File: src/verilog/csr_pkg.sv
`default_nettype none

package csr_pkg;

  localparam int XLEN = 64;

  typedef logic [XLEN-1:0] xlen_t;
  typedef logic [11:0]     csr_addr_t;
  typedef logic [3:0]      ecode_t;

  typedef enum logic [3:0] {
    OP_NONE,
    OP_CSRRW,
    OP_CSRRS,
    OP_CSRRC,
    OP_CSRRWI,
    OP_CSRRSI,
    OP_CSRRCI,
    OP_MRET,
    OP_WFI
  } csr_op_e;

  typedef enum logic [1:0] {
    PRIV_U = 2'b00,
    PRIV_M = 2'b11
  } priv_e;

  // Highest cause first, so bit 0 is instr_misaligned
  typedef struct packed {
    logic ecall;
    logic store_access_fault;
    logic store_misaligned;
    logic load_access_fault;
    logic load_misaligned;
    logic breakpoint;
    logic illegal_instr;
    logic instr_misaligned;
  } exc_flags_t;

  typedef struct packed {
    csr_op_e    op;
    csr_addr_t  addr;
    xlen_t      wdata;
    xlen_t      pc;
    xlen_t      npc;
    xlen_t      vaddr;
    exc_flags_t exc;
  } csr_req_t;

  typedef struct packed {
    logic  instret;
    logic  trap;
    logic  interrupt;
    logic  eret;
    xlen_t rdata;
    xlen_t npc;
    priv_e priv_n;
  } commit_t;

  localparam csr_addr_t CSR_MSTATUS   = 12'h300;
  localparam csr_addr_t CSR_MISA      = 12'h301;
  localparam csr_addr_t CSR_MIE       = 12'h304;
  localparam csr_addr_t CSR_MTVEC     = 12'h305;
  localparam csr_addr_t CSR_MSCRATCH  = 12'h340;
  localparam csr_addr_t CSR_MEPC      = 12'h341;
  localparam csr_addr_t CSR_MCAUSE    = 12'h342;
  localparam csr_addr_t CSR_MTVAL     = 12'h343;
  localparam csr_addr_t CSR_MIP       = 12'h344;
  localparam csr_addr_t CSR_MCYCLE    = 12'hB00;
  localparam csr_addr_t CSR_MINSTRET  = 12'hB02;
  localparam csr_addr_t CSR_CYCLE     = 12'hC00;
  localparam csr_addr_t CSR_INSTRET   = 12'hC02;
  localparam csr_addr_t CSR_MVENDORID = 12'hF11;
  localparam csr_addr_t CSR_MARCHID   = 12'hF12;
  localparam csr_addr_t CSR_MIMPID    = 12'hF13;
  localparam csr_addr_t CSR_MHARTID   = 12'hF14;

  // RV64 with I, M and U
  localparam xlen_t MISA_VALUE    = {2'b10, 36'b0, 26'h0101100};
  localparam xlen_t MARCHID_VALUE = 64'd5;
  localparam xlen_t MIMPID_VALUE  = 64'd1;

  localparam ecode_t CAUSE_INSTR_MISALIGNED = 4'd0;
  localparam ecode_t CAUSE_ILLEGAL          = 4'd2;
  localparam ecode_t CAUSE_BREAKPOINT       = 4'd3;
  localparam ecode_t CAUSE_LOAD_MISALIGNED  = 4'd4;
  localparam ecode_t CAUSE_LOAD_FAULT       = 4'd5;
  localparam ecode_t CAUSE_STORE_MISALIGNED = 4'd6;
  localparam ecode_t CAUSE_STORE_FAULT      = 4'd7;
  localparam ecode_t CAUSE_ECALL_U          = 4'd8;
  localparam ecode_t CAUSE_ECALL_M          = 4'd11;

  // Interrupt codes double as mie/mip bit positions
  localparam ecode_t IRQ_MSI = 4'd3;
  localparam ecode_t IRQ_MTI = 4'd7;
  localparam ecode_t IRQ_MEI = 4'd11;

  localparam int MSTATUS_MIE  = 3;
  localparam int MSTATUS_MPIE = 7;
  localparam int MSTATUS_MPP  = 11;

endpackage

`default_nettype wire

File: src/verilog/csr_operand.sv
`timescale 1ns/100ps
`default_nettype none

module csr_operand
  (input csr_pkg::csr_req_t  req_i
   , input csr_pkg::priv_e   priv_i
   , input csr_pkg::xlen_t   cur_value_i
   , output csr_pkg::xlen_t  wr_value_o
   , output logic            access_ok_o
   , output logic            illegal_o
   );

  import csr_pkg::*;

  logic  is_csr;
  logic  is_imm;
  xlen_t src;
  logic  addr_known;
  logic  priv_ok;
  logic  ro_write;

  assign is_csr = req_i.op inside {OP_CSRRW, OP_CSRRS, OP_CSRRC,
                                   OP_CSRRWI, OP_CSRRSI, OP_CSRRCI};
  assign is_imm = req_i.op inside {OP_CSRRWI, OP_CSRRSI, OP_CSRRCI};

  // Immediate forms only carry a 5-bit zimm
  assign src = is_imm ? xlen_t'(req_i.wdata[4:0]) : req_i.wdata;

  always_comb
    begin
      case (req_i.op)
        OP_CSRRW, OP_CSRRWI: wr_value_o = src;
        OP_CSRRS, OP_CSRRSI: wr_value_o = cur_value_i | src;
        OP_CSRRC, OP_CSRRCI: wr_value_o = cur_value_i & ~src;
        default:             wr_value_o = cur_value_i;
      endcase
    end

  always_comb
    begin
      case (req_i.addr)
        CSR_MSTATUS,
        CSR_MISA,
        CSR_MIE,
        CSR_MTVEC,
        CSR_MSCRATCH,
        CSR_MEPC,
        CSR_MCAUSE,
        CSR_MTVAL,
        CSR_MIP,
        CSR_MCYCLE,
        CSR_MINSTRET,
        CSR_CYCLE,
        CSR_INSTRET,
        CSR_MVENDORID,
        CSR_MARCHID,
        CSR_MIMPID,
        CSR_MHARTID: addr_known = 1'b1;
        default:     addr_known = 1'b0;
      endcase
    end

  // Address bits 9:8 hold the lowest privilege allowed
  assign priv_ok  = priv_i >= req_i.addr[9:8];
  assign ro_write = (req_i.addr[11:10] == 2'b11) && (src != '0);

  assign access_ok_o = is_csr & addr_known & priv_ok & ~ro_write;
  assign illegal_o   = is_csr & (~addr_known | ~priv_ok | ro_write);

endmodule

`default_nettype wire

File: src/verilog/csr_regfile.sv
`timescale 1ns/100ps
`default_nettype none

module csr_regfile
  #(parameter csr_pkg::xlen_t HART_ID = 64'd0)
  (input logic                 clk_i
   , input logic               arst_n_i

   , input logic               req_valid_i
   , input csr_pkg::csr_req_t  req_i
   , input csr_pkg::xlen_t     wr_value_i
   , input logic               access_ok_i

   , input logic               take_trap_i
   , input logic               trap_irq_i
   , input csr_pkg::ecode_t    trap_cause_i
   , input csr_pkg::xlen_t     trap_tval_i
   , input csr_pkg::xlen_t     trap_pc_i
   , input logic               do_mret_i
   , input csr_pkg::priv_e     priv_i
   , input logic [2:0]         irq_lines_i

   , output csr_pkg::xlen_t    rd_value_o
   , output csr_pkg::xlen_t    mstatus_o
   , output csr_pkg::xlen_t    mie_o
   , output csr_pkg::xlen_t    mip_o
   , output csr_pkg::xlen_t    mtvec_o
   , output csr_pkg::xlen_t    mepc_o
   );

  import csr_pkg::*;

  localparam xlen_t MIE_MASK = (xlen_t'(1) << IRQ_MSI)
                             | (xlen_t'(1) << IRQ_MTI)
                             | (xlen_t'(1) << IRQ_MEI);

  logic  mst_mie;
  logic  mst_mpie;
  priv_e mst_mpp;

  xlen_t mie_q;
  xlen_t mtvec_q;
  xlen_t mscratch_q;
  xlen_t mepc_q;
  xlen_t mcause_q;
  xlen_t mtval_q;
  xlen_t mcycle_q;
  xlen_t minstret_q;

  logic  sw_write;
  logic  retire;

  // Set and clear with a zero source read only
  assign sw_write = req_valid_i & access_ok_i & ~take_trap_i
                  & ((req_i.op inside {OP_CSRRW, OP_CSRRWI}) | (req_i.wdata != '0));
  assign retire   = req_valid_i & ~take_trap_i;

  always_comb
    begin
      mstatus_o = '0;
      mstatus_o[MSTATUS_MIE] = mst_mie;
      mstatus_o[MSTATUS_MPIE] = mst_mpie;
      mstatus_o[MSTATUS_MPP +: 2] = mst_mpp;
    end

  // Pending bits follow the lines directly
  always_comb
    begin
      mip_o = '0;
      mip_o[IRQ_MSI] = irq_lines_i[0];
      mip_o[IRQ_MTI] = irq_lines_i[1];
      mip_o[IRQ_MEI] = irq_lines_i[2];
    end

  assign mie_o   = mie_q;
  assign mtvec_o = mtvec_q;
  assign mepc_o  = mepc_q;

  always_comb
    begin
      case (req_i.addr)
        CSR_MSTATUS:               rd_value_o = mstatus_o;
        CSR_MISA:                  rd_value_o = MISA_VALUE;
        CSR_MIE:                   rd_value_o = mie_q;
        CSR_MTVEC:                 rd_value_o = mtvec_q;
        CSR_MSCRATCH:              rd_value_o = mscratch_q;
        CSR_MEPC:                  rd_value_o = mepc_q;
        CSR_MCAUSE:                rd_value_o = mcause_q;
        CSR_MTVAL:                 rd_value_o = mtval_q;
        CSR_MIP:                   rd_value_o = mip_o;
        CSR_MCYCLE, CSR_CYCLE:     rd_value_o = mcycle_q;
        CSR_MINSTRET, CSR_INSTRET: rd_value_o = minstret_q;
        CSR_MARCHID:               rd_value_o = MARCHID_VALUE;
        CSR_MIMPID:                rd_value_o = MIMPID_VALUE;
        CSR_MHARTID:               rd_value_o = HART_ID;
        default:                   rd_value_o = '0;
      endcase
    end

  always_ff @(posedge clk_i or negedge arst_n_i)
    begin
      if (!arst_n_i)
        begin
          mst_mie    <= 1'b0;
          mst_mpie   <= 1'b0;
          mst_mpp    <= PRIV_U;
          mie_q      <= '0;
          mcycle_q   <= '0;
          minstret_q <= '0;
        end
      else
        begin
          if (take_trap_i)
            begin
              mst_mpie <= mst_mie;
              mst_mie  <= 1'b0;
              mst_mpp  <= priv_i;
            end
          else if (do_mret_i)
            begin
              mst_mie  <= mst_mpie;
              mst_mpie <= 1'b1;
              mst_mpp  <= PRIV_U;
            end
          else if (sw_write && (req_i.addr == CSR_MSTATUS))
            begin
              mst_mie  <= wr_value_i[MSTATUS_MIE];
              mst_mpie <= wr_value_i[MSTATUS_MPIE];
              // Only U and M exist
              mst_mpp  <= (wr_value_i[MSTATUS_MPP +: 2] == 2'b11) ? PRIV_M : PRIV_U;
            end

          if (sw_write && (req_i.addr == CSR_MIE))
            mie_q <= wr_value_i & MIE_MASK;

          if (sw_write && (req_i.addr == CSR_MCYCLE))
            mcycle_q <= wr_value_i;
          else
            mcycle_q <= mcycle_q + xlen_t'(1);

          if (sw_write && (req_i.addr == CSR_MINSTRET))
            minstret_q <= wr_value_i;
          else if (retire)
            minstret_q <= minstret_q + xlen_t'(1);
        end
    end

  always_ff @(posedge clk_i)
    begin
      if (take_trap_i)
        begin
          mepc_q   <= trap_pc_i;
          mcause_q <= {trap_irq_i, {(XLEN-5){1'b0}}, trap_cause_i};
          mtval_q  <= trap_tval_i;
        end
      else if (sw_write)
        begin
          case (req_i.addr)
            CSR_MTVEC:    mtvec_q    <= wr_value_i;
            CSR_MSCRATCH: mscratch_q <= wr_value_i;
            CSR_MEPC:     mepc_q     <= wr_value_i;
            CSR_MCAUSE:   mcause_q   <= wr_value_i;
            CSR_MTVAL:    mtval_q    <= wr_value_i;
            default:      ;
          endcase
        end
    end

  a_trap_mret_excl: assert property (@(posedge clk_i) disable iff (!arst_n_i)
    !(take_trap_i && do_mret_i));

endmodule

`default_nettype wire

File: src/verilog/trap_ctrl.sv
`timescale 1ns/100ps
`default_nettype none

module trap_ctrl
  #(parameter csr_pkg::xlen_t BOOT_PC = 64'd0)
  (input logic                 clk_i
   , input logic               arst_n_i

   , input logic               req_valid_i
   , input csr_pkg::csr_req_t  req_i
   , input logic               illegal_i
   , input csr_pkg::xlen_t     rd_value_i

   , input csr_pkg::xlen_t     mstatus_i
   , input csr_pkg::xlen_t     mie_i
   , input csr_pkg::xlen_t     mip_i
   , input csr_pkg::xlen_t     mtvec_i
   , input csr_pkg::xlen_t     mepc_i

   , output logic              take_trap_o
   , output logic              trap_irq_o
   , output csr_pkg::ecode_t   trap_cause_o
   , output csr_pkg::xlen_t    trap_tval_o
   , output csr_pkg::xlen_t    trap_pc_o
   , output logic              do_mret_o
   , output csr_pkg::priv_e    priv_o
   , output logic              irq_pending_o

   , output logic              commit_valid_o
   , output csr_pkg::commit_t  commit_o
   );

  import csr_pkg::*;

  priv_e      priv_q;
  xlen_t      apc_q;
  logic       commit_valid_q;
  commit_t    commit_q;

  logic       gie;
  logic       irq_mei;
  logic       irq_msi;
  logic       irq_mti;
  logic       irq_take;
  ecode_t     irq_cause;

  exc_flags_t exc;
  ecode_t     exc_cause;
  logic       exc_take;

  xlen_t      npc;
  priv_e      priv_n;

  // U mode is always open, M mode only with MIE
  assign gie     = (priv_q == PRIV_U) | mstatus_i[MSTATUS_MIE];
  assign irq_mei = mie_i[IRQ_MEI] & mip_i[IRQ_MEI];
  assign irq_msi = mie_i[IRQ_MSI] & mip_i[IRQ_MSI];
  assign irq_mti = mie_i[IRQ_MTI] & mip_i[IRQ_MTI];

  assign irq_pending_o = gie & (irq_mei | irq_msi | irq_mti);
  assign irq_take      = req_valid_i & irq_pending_o;
  assign irq_cause     = irq_mei ? IRQ_MEI : (irq_msi ? IRQ_MSI : IRQ_MTI);

  always_comb
    begin
      exc = req_i.exc;
      exc.illegal_instr = req_i.exc.illegal_instr | illegal_i
                        | ((req_i.op == OP_MRET) && (priv_q == PRIV_U));
    end

  // Lowest cause code wins
  always_comb
    begin
      if (exc.instr_misaligned)        exc_cause = CAUSE_INSTR_MISALIGNED;
      else if (exc.illegal_instr)      exc_cause = CAUSE_ILLEGAL;
      else if (exc.breakpoint)         exc_cause = CAUSE_BREAKPOINT;
      else if (exc.load_misaligned)    exc_cause = CAUSE_LOAD_MISALIGNED;
      else if (exc.load_access_fault)  exc_cause = CAUSE_LOAD_FAULT;
      else if (exc.store_misaligned)   exc_cause = CAUSE_STORE_MISALIGNED;
      else if (exc.store_access_fault) exc_cause = CAUSE_STORE_FAULT;
      else
        exc_cause = (priv_q == PRIV_U) ? CAUSE_ECALL_U : CAUSE_ECALL_M;
    end

  assign exc_take = req_valid_i & (|exc);

  assign take_trap_o  = irq_take | exc_take;
  assign trap_irq_o   = irq_take;
  assign trap_cause_o = irq_take ? irq_cause : exc_cause;
  assign trap_tval_o  = (!irq_take && (exc_cause inside {CAUSE_INSTR_MISALIGNED,
                                                         CAUSE_LOAD_MISALIGNED,
                                                         CAUSE_LOAD_FAULT,
                                                         CAUSE_STORE_MISALIGNED,
                                                         CAUSE_STORE_FAULT}))
                        ? req_i.vaddr : '0;
  // Interrupts resume at the architectural PC
  assign trap_pc_o    = irq_take ? apc_q : req_i.pc;
  assign do_mret_o    = req_valid_i & (req_i.op == OP_MRET) & ~take_trap_o;

  assign npc    = take_trap_o ? {mtvec_i[XLEN-1:2], 2'b00}
                : do_mret_o   ? mepc_i
                :               req_i.npc;
  assign priv_n = take_trap_o ? PRIV_M
                : do_mret_o   ? priv_e'(mstatus_i[MSTATUS_MPP +: 2])
                :               priv_q;

  always_ff @(posedge clk_i or negedge arst_n_i)
    begin
      if (!arst_n_i)
        begin
          priv_q         <= PRIV_M;
          apc_q          <= BOOT_PC;
          commit_valid_q <= 1'b0;
        end
      else
        begin
          commit_valid_q <= req_valid_i;
          if (req_valid_i)
            begin
              priv_q <= priv_n;
              apc_q  <= npc;
            end
        end
    end

  always_ff @(posedge clk_i)
    begin
      if (req_valid_i)
        begin
          commit_q.instret   <= ~take_trap_o;
          commit_q.trap      <= take_trap_o;
          commit_q.interrupt <= irq_take;
          commit_q.eret      <= do_mret_o;
          commit_q.rdata     <= take_trap_o ? '0 : rd_value_i;
          commit_q.npc       <= npc;
          commit_q.priv_n    <= priv_n;
        end
    end

  assign priv_o         = priv_q;
  assign commit_valid_o = commit_valid_q;
  assign commit_o       = commit_q;

  // The handler starts with M-mode interrupts closed
  a_trap_closes_mie: assert property (@(posedge clk_i) disable iff (!arst_n_i)
    $past(take_trap_o) |-> !mstatus_i[MSTATUS_MIE]);

endmodule

`default_nettype wire

File: src/verilog/csr_unit.sv
`timescale 1ns/100ps
`default_nettype none

module csr_unit
  #(parameter csr_pkg::xlen_t BOOT_PC = 64'h0000_0000_8000_0000
    , parameter csr_pkg::xlen_t HART_ID = 64'd0
    )
  (input logic                 clk_i
   , input logic               arst_n_i

   , input logic               req_valid_i
   , input csr_pkg::csr_req_t  req_i

   , input logic               timer_irq_i
   , input logic               soft_irq_i
   , input logic               ext_irq_i

   , output logic              commit_valid_o
   , output csr_pkg::commit_t  commit_o
   , output logic              irq_pending_o
   );

  import csr_pkg::*;

  priv_e  priv;
  xlen_t  wr_value;
  xlen_t  rd_value;
  logic   access_ok;
  logic   illegal;

  xlen_t  mstatus;
  xlen_t  mie;
  xlen_t  mip;
  xlen_t  mtvec;
  xlen_t  mepc;

  logic   take_trap;
  logic   trap_irq;
  ecode_t trap_cause;
  xlen_t  trap_tval;
  xlen_t  trap_pc;
  logic   do_mret;

  csr_operand u_operand
    (.req_i        (req_i)
     , .priv_i      (priv)
     , .cur_value_i (rd_value)
     , .wr_value_o  (wr_value)
     , .access_ok_o (access_ok)
     , .illegal_o   (illegal)
     );

  csr_regfile #(.HART_ID(HART_ID)) u_regfile
    (.clk_i          (clk_i)
     , .arst_n_i     (arst_n_i)
     , .req_valid_i  (req_valid_i)
     , .req_i        (req_i)
     , .wr_value_i   (wr_value)
     , .access_ok_i  (access_ok)
     , .take_trap_i  (take_trap)
     , .trap_irq_i   (trap_irq)
     , .trap_cause_i (trap_cause)
     , .trap_tval_i  (trap_tval)
     , .trap_pc_i    (trap_pc)
     , .do_mret_i    (do_mret)
     , .priv_i       (priv)
     , .irq_lines_i  ({ext_irq_i, timer_irq_i, soft_irq_i})
     , .rd_value_o   (rd_value)
     , .mstatus_o    (mstatus)
     , .mie_o        (mie)
     , .mip_o        (mip)
     , .mtvec_o      (mtvec)
     , .mepc_o       (mepc)
     );

  trap_ctrl #(.BOOT_PC(BOOT_PC)) u_trap
    (.clk_i            (clk_i)
     , .arst_n_i       (arst_n_i)
     , .req_valid_i    (req_valid_i)
     , .req_i          (req_i)
     , .illegal_i      (illegal)
     , .rd_value_i     (rd_value)
     , .mstatus_i      (mstatus)
     , .mie_i          (mie)
     , .mip_i          (mip)
     , .mtvec_i        (mtvec)
     , .mepc_i         (mepc)
     , .take_trap_o    (take_trap)
     , .trap_irq_o     (trap_irq)
     , .trap_cause_o   (trap_cause)
     , .trap_tval_o    (trap_tval)
     , .trap_pc_o      (trap_pc)
     , .do_mret_o      (do_mret)
     , .priv_o         (priv)
     , .irq_pending_o  (irq_pending_o)
     , .commit_valid_o (commit_valid_o)
     , .commit_o       (commit_o)
     );

endmodule

`default_nettype wire

File: config.mk
export PLATFORM = sky130hd
export DESIGN_NAME = csr_unit
export DESIGN_NICKNAME = d
export VERILOG_FILES = /design/src/verilog/csr_pkg.sv /design/src/verilog/csr_operand.sv /design/src/verilog/csr_regfile.sv /design/src/verilog/trap_ctrl.sv /design/src/verilog/csr_unit.sv
export SDC_FILE = /design/constraint.sdc
export NUM_CORES = 1
export LEC_CHECK = 0
export BUFFER_PORTS_ARGS = -buffer_cell sky130_fd_sc_hd__buf_2
export CAP_MARGIN = 20
export CORE_MARGIN = 4
export CORE_UTILIZATION = 35
export DETAILED_ROUTE_END_ITERATION = 7
export GPL_TIMING_DRIVEN = 0
export PLACE_DENSITY_LB_ADDON = 0.3
export SLEW_MARGIN = 20
export SYNTH_ARGS = -nofsm -noshare
export SYNTH_HDL_FRONTEND = slang
export SYNTH_SLANG_ARGS = --single-unit
File: constraint.sdc
create_clock -name clk_i -period 18.2 [get_ports clk_i]
set_clock_uncertainty 0.15 [all_clocks]
set_input_delay 1.82 -clock clk_i [delete_from_list [all_inputs] [get_ports clk_i]]
set_output_delay 1.82 -clock clk_i [all_outputs]
set_load 0.01 [all_outputs]
==> impl_results.md, run 1 <==
* Run status: finished, violations left
* Failing checks: design-rule violations
* GP Congestion at 1.02
* Area Overhead vs Synth at 19.7%
* GR Overflow Total at 0
* Max VDD drop at 0.0545 mV
* Kind of critical path: in -> reg
* Fin. max-slew vios at 0
* Placeable Area at 98400 sq um
* Final std cells w/o fill at 5177
* Total number of yosys warnings at 0
* Largest net degree at the start of global routing at 78
* Reg-to-reg endpoint: u_regfile.mepc_o[33]$_DFFE_PP_
* Avg WL per Cell at 32.3 um
* Worst slew pin tran at 1270 ps
* R2r startpoint: u_trap.priv_o[0]$_DFFE_PN1P_
* Placed inst area at 39000 sq um
* Post-synth top cells: 395 x edfxtp_1, 293 x nand2_1, 283 x a21oi_1
* Max capacitance violation total at 0
* Ys flop type: edfxtp_1
* CTS resizes at 0
* Synth Instances at 3270
* Max_slew headroom at 15.2%
* Setup bufs post-CTS at 0
* CP required at 18450 ps
* Overall routed net length at 167000 um
* Sequential area share after synthesis at 52.1%
* Synth Cell Area at 34800 sq um
* Yosys top cell by area: edfxtp_1
* Hold Path Origin: u_regfile.mcause_q[23]$_SDFFE_PN0P_
* Detail Placement HPWL at 127000 um
* First-pass GRT wire length at 230000 um
* Clock transition at the registers of the reported paths at 60 ps
* Die height at 323 um
* Top-area cell type share of the netlist area at 34.1%
* Worst Hold Endpoint: u_regfile.mcause_q[23]$_SDFFE_PN0P_
* Starting DRC count in detailed routing at 4334
* Mean area per synthesized cell at 10.6 sq um
* Min-Delay Path Depth at 2
* Remaining antenna violation count at 0
* Die Width at 323 um
* Final setup TNS at 0 ps
* Clk_lat worst skew at 660 ps
* NumNets Final at 4089
* Count of cell types in the netlist at 98
* Max Fanout on Critical Path at 13
* Starting Density at 35.3%
* EDFF count, synth at 395
* Syn_nets at 3560
* Routed via count at 31632
* Setup violators final at 0
* Dpl cells at 5005
* I/O Buffers at 419
* Number of global-route vias before repair at 30075
* Worst min path class: reg -> reg
* #FFs+latches synth at 656
* Crit share post-route at 40.3%
* Critical Path AT at 7570 ps
* Hold slack at 302 ps
* Post-synthesis async set-or-reset flop share at 30.8%
* Synth top area cells: edfxtp_1 34%, dfrtp_1 14%, mux2i_1 5.7%
* R2R depth at 15
* I/O pin cnt at 422
* Layout cells sized above 1 at 22.2%
* # rows at 115
* Routed vias/inst at 6.11
* Final hold vios at 0
* H-tree levels at 3
* Critical Path Sink Type: register
* Antenna violations before repair at 46
* Leakage at 0.0156 uW
* Most frequent cell after synthesis: edfxtp_1
* Total chip power at 3570 uW
* Root Driver: clkbuf_16
* Fin area at 41600 sq um
* R2R Setup Slk at 12980 ps
* GRT Util Overall at 31.0%
* Max Buffers Root-to-Sink at 3
* Post-route minimum period at 7330 ps
* CTS tree: built
* Power Density at 85.9 nW/um^2
* Clock Sinks at 656
* Fmax at 136 MHz
* RSZ-0062 raised after global routing: no
* # hold bufs at CTS at 0
* Die area at 104000 sq um
* Remaining DRCs at 8
* Inserted Clock Buffers at 78
* First drt pass iteration count at 8
* Critical Path Source Type: input port
## layout by cell type, fill, tap and decap left out, drive strengths merged, types with 49 or more instances in the layout
master	instances
xnor2	105
dfrtp	199
nor2	190
nand3	95
nand4	49
and3	51
mux2	125
edfxtp	395
buf	546
a222oi	55
nand2	293
inv	95
dfxtp	59
o21ai	164
a21oi	306
a22oi	124
clkbuf	249
and2	67
mux2i	199
a22o	69
## metrics by stage
stage          util [%]  setup WS [ps]
4_1_cts            42.2          11060
3_3_place_gp       39.1           2630
5_1_grt            42.2          11000
3_5_place_dp       39.6          10400
2_1_floorplan         -           9340
6_report           42.3          10870
## report_power, final
group          internal, uW  switching (uW)
Clock                   917             670
Sequential             1650            33.6
Combinational          99.7             208
## worst max path at each step
stage / start / endpoint / slack [ps] / cells after the start
floorplan: req_i[271] / u_regfile.mepc_o[0]$_DFFE_PP_ / 9340 / 8
global route: req_i[212] / u_regfile.mepc_o[41]$_DFFE_PP_ / 11000 / 14
finish: req_i[212] / u_regfile.mepc_o[33]$_DFFE_PP_ / 10870 / 14
CTS: req_i[212] / u_regfile.mepc_o[37]$_DFFE_PP_ / 11060 / 14
detailed placement: req_i[212] / u_regfile.mepc_o[33]$_DFFE_PP_ / 10400 / 14
global placement: req_valid_i / u_regfile.mepc_o[33]$_DFFE_PP_ / 2630 / 7
## state kept, by name, summed over array words and instances, names as in the netlist
signal and count:
u_regfile.mcause_q 64, u_regfile.mcycle_q 64, u_regfile.mepc_o 64, u_regfile.mie_o 3, u_regfile.minstret_q 64, u_regfile.mscratch_q 64, u_regfile.mst_mie 1, u_regfile.mst_mpie 1
u_regfile.mst_mpp 2, u_regfile.mtval_q 64, u_regfile.mtvec_o 64, u_trap.apc_q 64, u_trap.commit_o 134, u_trap.commit_valid_o 1, u_trap.priv_o 2
## cell families (layout without fill, tap and decap cells)
family | after synthesis | after routing | share of synthesized area, %
mux | 325 | 325 | 9.85
compound gates | 892 | 892 | 17.3
simple gates | 928 | 928 | 13.3
buf+inv | 342 | 932 | 4.22
fa+ha+maj | 4 | 4 | 0.144
xor+xnor | 123 | 123 | 3.10
flops | 656 | 656 | 52.1
other cells | 0 | 30 | 0
## critical path, stage by stage
cell	delay (ps)
buf_2	140
nor4_1	640
nand4_1	410
nor4_1	980
o211ai_2	510
a21o_1	320
inv_2	540
buf_4	490
buf_2	430
buf_2	370
o31ai_4	260
buf_8	230
buf_6	170
buf_6	180
## final cells by class
cell class	count	area [sq um]
inverter	94	353
clock inverter	43	384
tap	1287	1610
clock buffer	98	2140
antenna	30	75.1
sequential	656	18100
multi-input combinational	2272	15300
buffer	248	1130
fill	9674	56800
timing repair buffer	449	2500
## metal layers
| metal | vias to the layer above | global-route usage [%] | share of wire [%] |
|---|---|---|---|
| met2 | 1951 | 46.7 | 44 |
| met5 | - | 0 | 0.13 |
| met1 | 15824 | 41.0 | 40 |
| met3 | 376 | 9.25 | 12 |
| li1 | 13449 | - | - |
| met4 | 32 | 15.0 | 4.9 |
No activity file was read; power rests on OpenSTA's default activity.
==> run 2: changes to the inputs <==
- clock period: 18.2 -> 6.5 ns (I/O delays scaled with it)
==> run 2 against run 1 <==
Effect of this change: the run still ends with design-rule violations left; register-to-register slack got worse by 12000 ps; non-clock buffer count decreased by 1; clock power increased to 2.9 times the previous value; combinational power increased to 2.8 times the previous value; die area unchanged; hold slack got worse by 180 ps; sequential share of layout area decreased by 0.13 points; critical path depth unchanged; cell count increased by 0.12%; via count increased by 0.88%; count of clock-buffer cells in the layout increased by 6; critical endpoint is now u_regfile.mepc_o[34]$_DFFE_PP_; largest power group unchanged.
==> impl_results.md, run 2 (synthesis gave the netlist of run 1 again) <==
* Number of global-route vias before repair at 30039 (-0.12%)
* CTS tree: built
* Routed vias/inst at 6.16 (+0.76%)
* Reg-to-reg endpoint: u_regfile.mepc_o[34]$_DFFE_PP_
* Starting Density at 35.3% (unchanged)
* Clk_lat worst skew at 670 ps (about the same)
* I/O Buffers at 419 (unchanged)
* Setup violators final at 0 (unchanged)
* Max Fanout on Critical Path at 13 (unchanged)
* Commonest non-fill, non-tap cell in the layout: buf_2
* Critical Path Sink Type: register
* Clock Sinks at 656 (unchanged)
* RSZ-0062 raised after global routing: no
* R2r startpoint: u_trap.priv_o[0]$_DFFE_PN1P_
* Kind of critical path: in -> reg
* Worst slew pin tran at 1270 ps (+1.56 ps)
* GR Overflow Total at 0 (unchanged)
* Run status: finished, violations left
* Most frequent cells in the layout: 484 x buf_2, 395 x edfxtp_1, 292 x nand2_1
* GP Congestion at 1.03 (+0.31%)
* Max Buffers Root-to-Sink at 3 (unchanged)
* Remaining DRCs at 1 (-7)
* R2R Setup Slk at 1360 ps (-11620 ps)
* Largest register FFs at 134 (unchanged)
* CTS resizes at 0 (unchanged)
* Fmax at 164 MHz
* Layout cells sized above 1 at 22.2% (about the same)
* First drt pass iteration count at 8 (unchanged)
* Critical Path Source Type: input port
* Avg WL per Cell at 32.5 um (+0.57%)
* Detail Placement HPWL at 127000 um (-0.24%)
* Area Overhead vs Synth at 20.1%
* Inserted Clock Buffers at 78 (unchanged)
* Starting DRC count in detailed routing at 4254 (-1.8%)
* Max_slew headroom at 15.1% (-0.10 points)
* Leakage at 0.0157 uW (+0.62%)
* Most used routing layer: met2
* Clock transition at the registers of the reported paths at 60 ps (about the same)
* Min-Delay Path Depth at 2 (unchanged)
* Grt met1 use at 41.8% (+0.81 points)
* Critical Path AT at 6350 ps (-1220 ps)
* Max VDD drop at 0.188 mV (+240%)
* First-pass GRT wire length at 231000 um (+0.47%)
* Failing checks: design-rule violations
* Setup bufs post-CTS at 0 (unchanged)
* Post-route minimum period at 6090 ps
* I/O pin cnt at 422 (unchanged)
* Fin. max-slew vios at 0 (unchanged)
* Hold Path Origin: req_i[9]
* CP required at 6760 ps (-11690 ps)
* Hold slack at 120 ps (-182 ps)
* Crit share post-route at 93.6%
* Placeable Area at 98400 sq um (unchanged)
* Worst Hold Endpoint: u_regfile.mtval_q[1]$_DFFE_PP_
* Max capacitance violation total at 0 (unchanged)
* R2R depth at 15 (unchanged)
* Final setup TNS at 0 ps (unchanged)
* Die height at 323 um (unchanged)
* H-tree levels at 3 (unchanged)
* Final hold vios at 0 (unchanged)
* Worst min path class: in -> reg
* Root Driver: clkbuf_16
* Die area at 104000 sq um (unchanged)
* Routed via count at 31909 (+0.88%)
* # rows at 115 (unchanged)
* Power Density at 244 nW/um^2 (+180%)
* GRT Util Overall at 31.2% (+0.15 points)
* Antenna violations before repair at 38 (-17%)
* Final std cells w/o fill at 5183 (+0.12%)
* GRT met3 Usage at 8.05% (-1.2 points)
* Largest net degree at the start of global routing at 81 (+3.8%)
* NumNets Final at 4088 (-0.024%)
* M2 GR Usage at 46.6% (-0.090 points)
* Overall routed net length at 168000 um (+0.69%)
* Dpl cells at 5001 (-0.080%)
* Die Width at 323 um (unchanged)
* Remaining antenna violation count at 0 (unchanged)
## run 2: cell count changes in the layout (fill, tap and decap cells not counted), moves of 3 or more
cell        before  now
diode_2         30   33
buf_8            5    9
clkinvlp_4       8    0
clkbuf_2        10   13
buf_4           24   17
## run 2: worst max-delay path, cell delays in order
cell      delay, ps
buf_2           130
nor4_1          660
nand4_1         380
nor4_1         1030
o211ai_2        500
a21o_1          310
inv_2           510
buf_4           490
buf_2           390
buf_2           370
o31ai_4         250
buf_8           230
buf_6           170
buf_6           180
## run 2: cell type report
class / count / area (sq um)
diodes: 33 / 82.6
plain buffers: 248 / 1130
clock buffers: 104 / 2190
clock inverters: 41 / 424
fillers: 9685 / 56700
inverters: 94 / 353
multi-input cells: 2272 / 15300
flip-flops and latches: 656 / 18100
well taps: 1287 / 1610
repair buffers: 448 / 2520
## run 2: what timing repair did
| action | 4_1_cts | 5_1_grt |
|---|---|---|
| endpoints found under the hold margin | 65 | 0 |
| hold buffers | 1 | 0 |
| endpoints found under the setup margin | 0 | 0 |
## run 2: layer usage
| metal | up-vias | part of all wire, % |
|---|---|---|
| met4 | 20 | 5.7 |
| li1 | 13476 | - |
| met3 | 443 | 11 |
| met1 | 15888 | 40 |
| met2 | 2082 | 43 |
| met5 | - | 0.075 |
## run 2: power by group
group | internal [uW] | switching [uW]
logic | 280 | 593
registers | 4610 | 94.5
clock network | 2690 | 1900
## run 2: worst max-delay path by stage
stage,startpoint,to,slack [ps],cells after the start
4_1_cts,req_i[212],u_regfile.mepc_o[36]$_DFFE_PP_,730,14
6_report,req_i[212],u_regfile.mepc_o[34]$_DFFE_PP_,410,14
5_1_grt,req_i[212],u_regfile.mepc_o[40]$_DFFE_PP_,610,14
3_3_place_gp,req_valid_i,u_regfile.mepc_o[34]$_DFFE_PP_,-4220,7
3_5_place_dp,req_i[212],u_regfile.mepc_o[34]$_DFFE_PP_,60,14
2_1_floorplan,req_i[271],u_regfile.mepc_o[0]$_DFFE_PP_,800,8
## run 2: metrics by stage
step | utilization [%] | total power (uW) | area [sq um] | setup slack [ps]
final | 42.4 | 10200 | 41700 | 413
after detailed placement | 39.6 | 5640 | 39000 | 61.4
after global placement | 39.1 | 5620 | 38500 | -4220
after CTS | 42.3 | 10200 | 41600 | 733
after floorplan | - | 5130 | 34800 | 799
after global routing | 42.3 | 10400 | 41700 | 606
